--- src/logic/rv_pkg.sv ---
// Shared types and constants for the RV32I single-cycle core
// Only the RV32I base opcodes are listed, no CSR or compressed encodings

`default_nettype none

package rv_pkg;

  typedef logic [31:0] word_t;
  typedef logic [4:0]  reg_addr_t;

  // Major opcodes, bits [6:0] of the instruction
  typedef enum logic [6:0] {
    OPCODE_LUI      = 7'b0110111,
    OPCODE_AUIPC    = 7'b0010111,
    OPCODE_JAL      = 7'b1101111,
    OPCODE_JALR     = 7'b1100111,
    OPCODE_BRANCH   = 7'b1100011,
    OPCODE_LOAD     = 7'b0000011,
    OPCODE_STORE    = 7'b0100011,
    OPCODE_OP_IMM   = 7'b0010011,
    OPCODE_OP       = 7'b0110011,
    OPCODE_MISC_MEM = 7'b0001111,
    OPCODE_SYSTEM   = 7'b1110011
  } opcode_t;

  typedef enum logic [3:0] {
    ALU_ADD, ALU_SUB,
    ALU_SLL, ALU_SRL, ALU_SRA,
    ALU_SLT, ALU_SLTU,
    ALU_XOR, ALU_OR, ALU_AND,
    ALU_SEQ
  } alu_function_t;

  typedef enum logic [1:0] {
    WB_ALU, WB_MEMORY, WB_PC_PLUS_4, WB_IMMEDIATE
  } writeback_select_t;

  typedef enum logic [1:0] {
    NPC_PLUS_4, NPC_PLUS_IMMEDIATE, NPC_ALU, NPC_HOLD
  } next_pc_select_t;

  // Branch funct3 codes
  localparam logic [2:0] FUNCT3_BEQ  = 3'b000;
  localparam logic [2:0] FUNCT3_BNE  = 3'b001;
  localparam logic [2:0] FUNCT3_BLT  = 3'b100;
  localparam logic [2:0] FUNCT3_BGE  = 3'b101;
  localparam logic [2:0] FUNCT3_BLTU = 3'b110;
  localparam logic [2:0] FUNCT3_BGEU = 3'b111;

  localparam word_t INITIAL_PC = 32'h0000_0000;

endpackage

`default_nettype wire

--- src/logic/rv_ctrl_if.sv ---
// Decode fields up from the data path, control selects back down
// Purely combinational bundle, no clock

`default_nettype none

interface rv_ctrl_if;
  import rv_pkg::*;

  // Decoded fields and ALU flags
  opcode_t           inst_opcode;
  logic [2:0]        inst_funct3;
  logic [6:0]        inst_funct7;
  logic              alu_result_equal_zero;
  logic              alu_result_sign;

  // Selects and enables
  alu_function_t     alu_function;
  logic              alu_operand_a_select;
  logic              alu_operand_b_select;
  writeback_select_t reg_writeback_select;
  next_pc_select_t   next_pc_select;
  logic              regfile_write_enable;

  modport datapath (
    output inst_opcode, inst_funct3, inst_funct7,
    output alu_result_equal_zero, alu_result_sign,
    input  alu_function, alu_operand_a_select, alu_operand_b_select,
    input  reg_writeback_select, next_pc_select, regfile_write_enable
  );

  modport control (
    input  inst_opcode, inst_funct3, inst_funct7,
    input  alu_result_equal_zero, alu_result_sign,
    output alu_function, alu_operand_a_select, alu_operand_b_select,
    output reg_writeback_select, next_pc_select, regfile_write_enable
  );

endinterface

`default_nettype wire

--- src/logic/alu.sv ---
// 32-bit RV32I ALU, combinational
// Shift amount is the low five bits of operand_b

`default_nettype none

module alu (
  input  rv_pkg::alu_function_t alu_function,
  input  rv_pkg::word_t         operand_a,
  input  rv_pkg::word_t         operand_b,
  output rv_pkg::word_t         result,
  output logic                  result_equal_zero
);
  import rv_pkg::*;

  logic [4:0] shamt;

  assign shamt = operand_b[4:0];

  always_comb begin
    case (alu_function)
      ALU_ADD:  result = operand_a + operand_b;
      ALU_SUB:  result = operand_a - operand_b;
      // Equality tests look only at the zero flag
      ALU_SEQ:  result = operand_a - operand_b;
      ALU_SLL:  result = operand_a << shamt;
      ALU_SRL:  result = operand_a >> shamt;
      ALU_SRA:  result = word_t'($signed(operand_a) >>> shamt);
      ALU_SLT:  result = {31'b0, $signed(operand_a) < $signed(operand_b)};
      ALU_SLTU: result = {31'b0, operand_a < operand_b};
      ALU_XOR:  result = operand_a ^ operand_b;
      ALU_OR:   result = operand_a | operand_b;
      ALU_AND:  result = operand_a & operand_b;
      default:  result = '0;
    endcase
  end

  assign result_equal_zero = (result == '0);

endmodule

`default_nettype wire

--- src/logic/regfile.sv ---
// 32 x 32 register file, two combinational reads, one write at the edge
// No reset on the registers, x0 always reads zero

`default_nettype none

module regfile (
  input  logic              clock,
  input  rv_pkg::reg_addr_t rs1_address,
  input  rv_pkg::reg_addr_t rs2_address,
  output rv_pkg::word_t     rs1_data,
  output rv_pkg::word_t     rs2_data,
  input  logic              write_enable,
  input  rv_pkg::reg_addr_t rd_address,
  input  rv_pkg::word_t     rd_data
);
  import rv_pkg::*;

  word_t registers [32];

  always_ff @(posedge clock) begin
    if (write_enable && rd_address != '0) begin
      registers[rd_address] <= rd_data;
    end
  end

  assign rs1_data = (rs1_address == '0) ? '0 : registers[rs1_address];
  assign rs2_data = (rs2_address == '0) ? '0 : registers[rs2_address];

endmodule

`default_nettype wire

--- src/logic/immediate_generator.sv ---
// Sign-extended immediate for the I, S, B, U and J formats
// Opcodes without an immediate give zero

`default_nettype none

module immediate_generator (
  input  rv_pkg::word_t inst,
  output rv_pkg::word_t immediate
);
  import rv_pkg::*;

  always_comb begin
    case (opcode_t'(inst[6:0]))
      // I-type
      OPCODE_JALR, OPCODE_LOAD, OPCODE_OP_IMM:
        immediate = {{20{inst[31]}}, inst[31:20]};
      // S-type
      OPCODE_STORE:
        immediate = {{20{inst[31]}}, inst[31:25], inst[11:7]};
      // B-type, bit 0 is implied zero
      OPCODE_BRANCH:
        immediate = {{19{inst[31]}}, inst[31], inst[7], inst[30:25], inst[11:8], 1'b0};
      // U-type
      OPCODE_LUI, OPCODE_AUIPC:
        immediate = {inst[31:12], 12'b0};
      // J-type
      OPCODE_JAL:
        immediate = {{11{inst[31]}}, inst[31], inst[19:12], inst[20], inst[30:21], 1'b0};
      default:
        immediate = '0;
    endcase
  end

endmodule

`default_nettype wire

--- src/logic/control_unit.sv ---
// Main decoder, branch decision and halt state
// ECALL and EBREAK halt until reset, the PC stays on the halting instruction
// Unknown opcodes, FENCE and CSR encodings retire as no-ops

`default_nettype none

module control_unit (
  input  logic          clock,
  input  logic          reset,
  rv_ctrl_if.control    ctrl,
  output logic          data_write_enable,
  output logic          data_read_enable,
  output logic          halted
);
  import rv_pkg::*;

  logic            active;
  logic            halt_request;
  logic            branch_taken;
  logic            decode_regfile_write;
  logic            decode_data_write;
  logic            decode_data_read;
  next_pc_select_t decode_next_pc;

  // funct3 to ALU operation, alt picks SUB or SRA
  function automatic alu_function_t op_function(input logic [2:0] funct3, input logic alt);
    case (funct3)
      3'b000:  return alt ? ALU_SUB : ALU_ADD;
      3'b001:  return ALU_SLL;
      3'b010:  return ALU_SLT;
      3'b011:  return ALU_SLTU;
      3'b100:  return ALU_XOR;
      3'b101:  return alt ? ALU_SRA : ALU_SRL;
      3'b110:  return ALU_OR;
      default: return ALU_AND;
    endcase
  endfunction

  // ------------------------------
  // Decode
  // ------------------------------
  always_comb begin
    ctrl.alu_function         = ALU_ADD;
    ctrl.alu_operand_a_select = 1'b0;
    ctrl.alu_operand_b_select = 1'b1;
    ctrl.reg_writeback_select = WB_ALU;
    decode_regfile_write      = 1'b0;
    decode_data_write         = 1'b0;
    decode_data_read          = 1'b0;
    decode_next_pc            = NPC_PLUS_4;
    halt_request              = 1'b0;
    branch_taken              = 1'b0;

    case (ctrl.inst_opcode)
      OPCODE_LUI: begin
        ctrl.reg_writeback_select = WB_IMMEDIATE;
        decode_regfile_write      = 1'b1;
      end
      OPCODE_AUIPC: begin
        ctrl.alu_operand_a_select = 1'b1;
        decode_regfile_write      = 1'b1;
      end
      OPCODE_JAL: begin
        ctrl.reg_writeback_select = WB_PC_PLUS_4;
        decode_regfile_write      = 1'b1;
        decode_next_pc            = NPC_PLUS_IMMEDIATE;
      end
      OPCODE_JALR: begin
        ctrl.reg_writeback_select = WB_PC_PLUS_4;
        decode_regfile_write      = 1'b1;
        decode_next_pc            = NPC_ALU;
      end
      OPCODE_BRANCH: begin
        ctrl.alu_operand_b_select = 1'b0;
        case (ctrl.inst_funct3)
          FUNCT3_BEQ: begin
            ctrl.alu_function = ALU_SEQ;
            branch_taken      = ctrl.alu_result_equal_zero;
          end
          FUNCT3_BNE: begin
            ctrl.alu_function = ALU_SEQ;
            branch_taken      = !ctrl.alu_result_equal_zero;
          end
          FUNCT3_BLT: begin
            ctrl.alu_function = ALU_SLT;
            branch_taken      = ctrl.alu_result_sign;
          end
          FUNCT3_BGE: begin
            ctrl.alu_function = ALU_SLT;
            branch_taken      = !ctrl.alu_result_sign;
          end
          FUNCT3_BLTU: begin
            ctrl.alu_function = ALU_SLTU;
            branch_taken      = ctrl.alu_result_sign;
          end
          FUNCT3_BGEU: begin
            ctrl.alu_function = ALU_SLTU;
            branch_taken      = !ctrl.alu_result_sign;
          end
          default: branch_taken = 1'b0;
        endcase
        if (branch_taken) begin
          decode_next_pc = NPC_PLUS_IMMEDIATE;
        end
      end
      // Word access only, width bits in funct3 are not checked
      OPCODE_LOAD: begin
        ctrl.reg_writeback_select = WB_MEMORY;
        decode_regfile_write      = 1'b1;
        decode_data_read          = 1'b1;
      end
      OPCODE_STORE: begin
        decode_data_write = 1'b1;
      end
      OPCODE_OP_IMM: begin
        ctrl.alu_function = op_function(ctrl.inst_funct3,
                                        ctrl.inst_funct7[5] && ctrl.inst_funct3 == 3'b101);
        decode_regfile_write = 1'b1;
      end
      OPCODE_OP: begin
        ctrl.alu_operand_b_select = 1'b0;
        ctrl.alu_function         = op_function(ctrl.inst_funct3, ctrl.inst_funct7[5]);
        decode_regfile_write      = 1'b1;
      end
      OPCODE_SYSTEM: begin
        // ECALL and EBREAK share funct3 zero
        if (ctrl.inst_funct3 == 3'b000) begin
          halt_request   = 1'b1;
          decode_next_pc = NPC_HOLD;
        end
      end
      default: ;
    endcase
  end

  // ------------------------------
  // Halt state and enables
  // ------------------------------
  always_ff @(posedge clock) begin
    if (reset) begin
      halted <= 1'b0;
    end else if (halt_request) begin
      halted <= 1'b1;
    end
  end

  // Nothing commits in reset or once halted
  assign active = !reset && !halted;

  assign ctrl.regfile_write_enable = decode_regfile_write && active;
  assign data_write_enable         = decode_data_write && active;
  assign data_read_enable          = decode_data_read && active;
  assign ctrl.next_pc_select       = halted ? NPC_HOLD : decode_next_pc;

endmodule

`default_nettype wire

--- src/logic/singlecycle_datapath.sv ---
// Single-cycle data path: PC, register file, ALU and the writeback and next-PC muxes
// Memories are external and read combinationally in the same cycle

`default_nettype none

module singlecycle_datapath (
  input  logic          clock,
  input  logic          reset,
  input  rv_pkg::word_t inst,
  input  rv_pkg::word_t data_read_data,
  rv_ctrl_if.datapath   ctrl,
  output rv_pkg::word_t pc,
  output rv_pkg::word_t data_address,
  output rv_pkg::word_t data_write_data
);
  import rv_pkg::*;

  word_t     pc_value;
  word_t     next_pc;
  word_t     pc_plus_4;
  word_t     pc_plus_immediate;
  word_t     immediate;
  word_t     rs1_data;
  word_t     rs2_data;
  word_t     operand_a;
  word_t     operand_b;
  word_t     alu_result;
  word_t     writeback_data;
  reg_addr_t inst_rd;
  reg_addr_t inst_rs1;
  reg_addr_t inst_rs2;

  // ------------------------------
  // Instruction fields
  // ------------------------------
  assign inst_rd  = inst[11:7];
  assign inst_rs1 = inst[19:15];
  assign inst_rs2 = inst[24:20];

  assign ctrl.inst_opcode = opcode_t'(inst[6:0]);
  assign ctrl.inst_funct3 = inst[14:12];
  assign ctrl.inst_funct7 = inst[31:25];

  immediate_generator igen (
    .inst      (inst),
    .immediate (immediate)
  );

  regfile regs (
    .clock        (clock),
    .rs1_address  (inst_rs1),
    .rs2_address  (inst_rs2),
    .rs1_data     (rs1_data),
    .rs2_data     (rs2_data),
    .write_enable (ctrl.regfile_write_enable),
    .rd_address   (inst_rd),
    .rd_data      (writeback_data)
  );

  // ------------------------------
  // Execute
  // ------------------------------
  assign operand_a = ctrl.alu_operand_a_select ? pc_value : rs1_data;
  assign operand_b = ctrl.alu_operand_b_select ? immediate : rs2_data;

  alu alu_core (
    .alu_function      (ctrl.alu_function),
    .operand_a         (operand_a),
    .operand_b         (operand_b),
    .result            (alu_result),
    .result_equal_zero (ctrl.alu_result_equal_zero)
  );

  // SLT and SLTU place the comparison in bit 0
  assign ctrl.alu_result_sign = alu_result[0];

  // ------------------------------
  // Writeback and next PC
  // ------------------------------
  assign pc_plus_4         = pc_value + 32'd4;
  assign pc_plus_immediate = pc_value + immediate;

  always_comb begin
    case (ctrl.reg_writeback_select)
      WB_ALU:       writeback_data = alu_result;
      WB_MEMORY:    writeback_data = data_read_data;
      WB_PC_PLUS_4: writeback_data = pc_plus_4;
      default:      writeback_data = immediate;
    endcase
  end

  always_comb begin
    case (ctrl.next_pc_select)
      NPC_PLUS_4:         next_pc = pc_plus_4;
      NPC_PLUS_IMMEDIATE: next_pc = pc_plus_immediate;
      NPC_ALU:            next_pc = {alu_result[31:1], 1'b0};
      default:            next_pc = pc_value;
    endcase
  end

  always_ff @(posedge clock) begin
    if (reset) begin
      pc_value <= INITIAL_PC;
    end else begin
      pc_value <= next_pc;
    end
  end

  assign pc              = pc_value;
  assign data_address    = alu_result;
  assign data_write_data = rs2_data;

endmodule

`default_nettype wire

--- src/logic/rv_core.sv ---
// RV32I single-cycle core top level
// Instruction and data memories sit outside and must answer in the same cycle
// halted stays high after ECALL or EBREAK until the next reset

`default_nettype none

module rv_core (
  input  logic          clock,
  input  logic          reset,
  output rv_pkg::word_t inst_address,
  input  rv_pkg::word_t inst,
  output rv_pkg::word_t data_address,
  output rv_pkg::word_t data_write_data,
  output logic          data_write_enable,
  output logic          data_read_enable,
  input  rv_pkg::word_t data_read_data,
  output logic          halted
);

  rv_ctrl_if ctrl_bus ();

  control_unit control (
    .clock             (clock),
    .reset             (reset),
    .ctrl              (ctrl_bus.control),
    .data_write_enable (data_write_enable),
    .data_read_enable  (data_read_enable),
    .halted            (halted)
  );

  // Fetch address is the PC itself
  singlecycle_datapath datapath (
    .clock           (clock),
    .reset           (reset),
    .inst            (inst),
    .data_read_data  (data_read_data),
    .ctrl            (ctrl_bus.datapath),
    .pc              (inst_address),
    .data_address    (data_address),
    .data_write_data (data_write_data)
  );

endmodule

`default_nettype wire

--- config.mk ---
export PLATFORM = sky130hd
export DESIGN_NAME = rv_core
export DESIGN_NICKNAME = d
export VERILOG_FILES = /design/src/logic/rv_pkg.sv /design/src/logic/rv_ctrl_if.sv /design/src/logic/alu.sv /design/src/logic/regfile.sv /design/src/logic/immediate_generator.sv /design/src/logic/control_unit.sv /design/src/logic/singlecycle_datapath.sv /design/src/logic/rv_core.sv
export SDC_FILE = /design/constraint.sdc
export NUM_CORES = 2
export LEC_CHECK = 0
export ABC_AREA = 1
export BUFFER_PORTS_ARGS = -buffer_cell sky130_fd_sc_hd__buf_2
export CAP_MARGIN = 20
export CORE_ASPECT_RATIO = 2
export CORE_MARGIN = 2
export CORE_UTILIZATION = 40
export CTS_CLUSTER_SIZE = 14
export DETAILED_ROUTE_END_ITERATION = 10
export HOLD_SLACK_MARGIN = 0.05
export PLACE_DENSITY_LB_ADDON = 0.05
export SLEW_MARGIN = 20
export SYNTH_ARGS = -nofsm -noshare
export SYNTH_HDL_FRONTEND = slang
export SYNTH_SLANG_ARGS = --single-unit
export TNS_END_PERCENT = 100
--- constraint.sdc ---
create_clock -name clock -period 10.1 [get_ports clock]
set_clock_uncertainty 0.2 [all_clocks]
set_input_delay 0.505 -clock clock [delete_from_list [all_inputs] [get_ports clock]]
set_output_delay 0.505 -clock clock [all_outputs]
set_load 0.1 [all_outputs]
==> qor.yml <==
run_status:
  status: "finished, final reports clean"
grt:
  grt_pass1_vias: 62600
  track_usage_pct: 41.0
  grt-ovfl-total: 0
  antenna_found_initial: 24
  grt_max_degree: 140
  grt_pass1_wl_um: 487000
timing:
  slew_viol_final: 0
  finalHoldWorstSlack_ps: 110
  slew_headroom_pct: 9.04
  fin_crit_sh_pct: 90.4
  rsz0062_at_grt: "no"
  period_needed_ps: 9130
  hold_viol: 0
  finalWorstSetupSlack_ps: 965
  worst_slew_pin_slew_ps: 1360
  max_freq_ghz: 0.109
  setup_tns_ps: 0
  setup_viol: 0
critical_path:
  path_common_cell: "nand2_1"
  ff2ff_setup_slack_ps: 1530
  arrival_ps: 9560
  critical_path.max_fanout: 32
  crit_path_max_incr_delay_ps: 770
  cp-start-kind: "primary input"
  cp_data_required_time_ps: 10530
  cp_slowest_cell: "nor4_1"
  path_class: "primary input to register"
  endpoint_kind: "register"
finish:
  layout.nets: 8653
  syn_to_final_growth_pct: 10.8
  nFillCells: 16600
  final_cells: 10700
  fin_area_um2: 73700
  final_util_pct: 44.6
  drive_gt1_share_pct: 8.98
die:
  die_w_um: 292
  core_um2: 165000
  start_util_pct: 40.2
  fp.dieH_um: 581
  ios: 165
  fp.dieArea_um2: 170000
  num_rows: 211
clock_tree:
  postCtsSetupBuffers: 0
  root_buffer: "clkbuf_16"
  cts_tree: "yes"
  numCtsBuffers: 103
  clkSinkCount: 1057
  clkTransAtPathRegs_ps: 80
  clockBufferDepth: 3
  htreeDepth: 3
  insertion_delay_ps: 750
synthesis:
  yosys_most_used_dff: "edfxtp_1"
  synth_edf_count: 1024
  ys_seq_elements: 1057
  yosysMostFrequentCell: "nand2_1"
  synthArstFlopShare_pct: 0
  yosysTopAreaCell: "edfxtp_1"
  synth_area_leaders: "edfxtp_1 46%, nand2_1 12%, nand3_1 8.4%"
  syn_inst: 8441
  yosys_warnings: 0
  avgSynthCellArea_um2: 7.88
  synth.distinct_cells: 68
  synth_top_area_share_pct: 46.3
  synth_area_um2: 66500
  synthTopCellsByCount: "2,064 x nand2_1, 1,115 x nand3_1, 1,024 x edfxtp_1"
  seq_area_frac_synth_pct: 47.2
power_and_ir_drop:
  vdd_ir_drop_max_mv: 0.196
  leakagePower_nw: 29.6
  power_density_nw_per_um2: 163
  total_power_mw: 12.0
placed_design:
  placed_cell_area_um2: 70000
  dp_slack_ps: 599
  dpl.hpwl_um: 234000
  io_buffers: 164
  dp_cells: 10500
  gp_congestion: 1.19
detailed_routing:
  wirelength_um: 355000
  post_drt_wl_per_cell_um: 33.3
  dr_total_vias: 66100
  vias_per_cell: 6.19
  ant_nets: 0
  drt_iter0_markers: 7410
  dr.pass1.iters: 6
  drcViolationCount: 0
hold_path:
  hp-class: "primary input to register"
run:
  maxCapViolCount: 0
-- layer usage --
metal / up-vias / track usage, % / part of all wire [%]
met2: 3980 / 66.5 / 46
met5: - / 0 / 0.035
li1: 28900 / - / -
met4: 18 / 39.6 / 12
met3: 1342 / 9.99 / 8.9
met1: 31900 / 43.2 / 33
-- layout make-up --
class | instances | area [um^2] | share of cell area, %
Clock inverter | 64 | 683 | 0.927
Clock buffer | 130 | 2790 | 3.79
Multi-Input combinational cell | 6172 | 30200 | 41.0
Tap cell | 2130 | 2670 | 3.62
Timing Repair Buffer | 423 | 3220 | 4.37
Sequential cell | 1057 | 31400 | 42.6
Antenna cell | 16 | 40.0 | 0.0544
Inverter | 684 | 2630 | 3.56
-- flip-flops by register name, indices dropped and copies added (netlist names) --
signal / flops
datapath.regs.registers: 1024
datapath.pc: 32
control.halted: 1
-- cells in the final DEF (no fill, tap or decap), types with 130 or more instances in the layout --
| cell type | Yosys | layout |
|---|---|---|
| a21oi_1 | 484 | 483 |
| buf_2 | 182 | 155 |
| buf_4 | 33 | 229 |
| edfxtp_1 | 1024 | 1024 |
| ha_1 | 143 | 143 |
| inv_1 | 631 | 629 |
| nand2_1 | 2064 | 2062 |
| nand3_1 | 1115 | 1115 |
| nor2_1 | 892 | 857 |
| o211ai_1 | 130 | 130 |
| o21ai_0 | 816 | 807 |
-- logic make-up (layout without fill, tap and decap cells) --
kind of cell | after synthesis | count (layout) | synth area share (%)
AND/OR/NAND/NOR | 4210 | 4210 | 26.5
flip-flops | 1057 | 1057 | 47.2
buffers and inverters | 1243 | 1301 | 8.08
AO/OA/AOI/OAI | 1742 | 1742 | 14.8
adder cells (fa/ha/maj) | 146 | 146 | 2.78
XOR/XNOR | 42 | 42 | 0.553
other | 1 | 48 | 0.00564
-- worst max-delay path: cells and delay by family --
| kind | cells | cell delay [ps] |
|---|---|---|
| AND/OR/NAND/NOR | 24 | 5160 |
| buffers and inverters | 9 | 1120 |
| adder cells (fa/ha/maj) | 2 | 730 |
| AO/OA/AOI/OAI | 8 | 2010 |
-- report_power, final --
group	internal (mW)	leakage [nW]	switching [mW]	total [mW]
Sequential	5.05	9.51	0.0205	5.07
Combinational	0.566	18.4	2.30	2.87
Clock	2.27	1.69	1.82	4.09
-- worst paths after layout --
path,startpoint,to,depth (start not counted)
min,inst[5],control.halted$_SDFFE_PP0P_,3
min reg2reg,datapath.pc[0]$_SDFFE_PP0P_,datapath.pc[0]$_SDFFE_PP0P_,2
max,inst[4],datapath.pc[23]$_SDFFE_PP0P_,43
max reg2reg,datapath.regs.registers[24][21]$_DFFE_PP_,datapath.pc[23]$_SDFFE_PP0P_,39
-- repair_timing --
action | in CTS | in global routing
setup endpoints to repair | 0 | 0
hold endpoints to repair | 5 | 0
hold buffers | 1 | 0
gates resized for setup | 0 | 0
(Power assumes the default switching activity.)
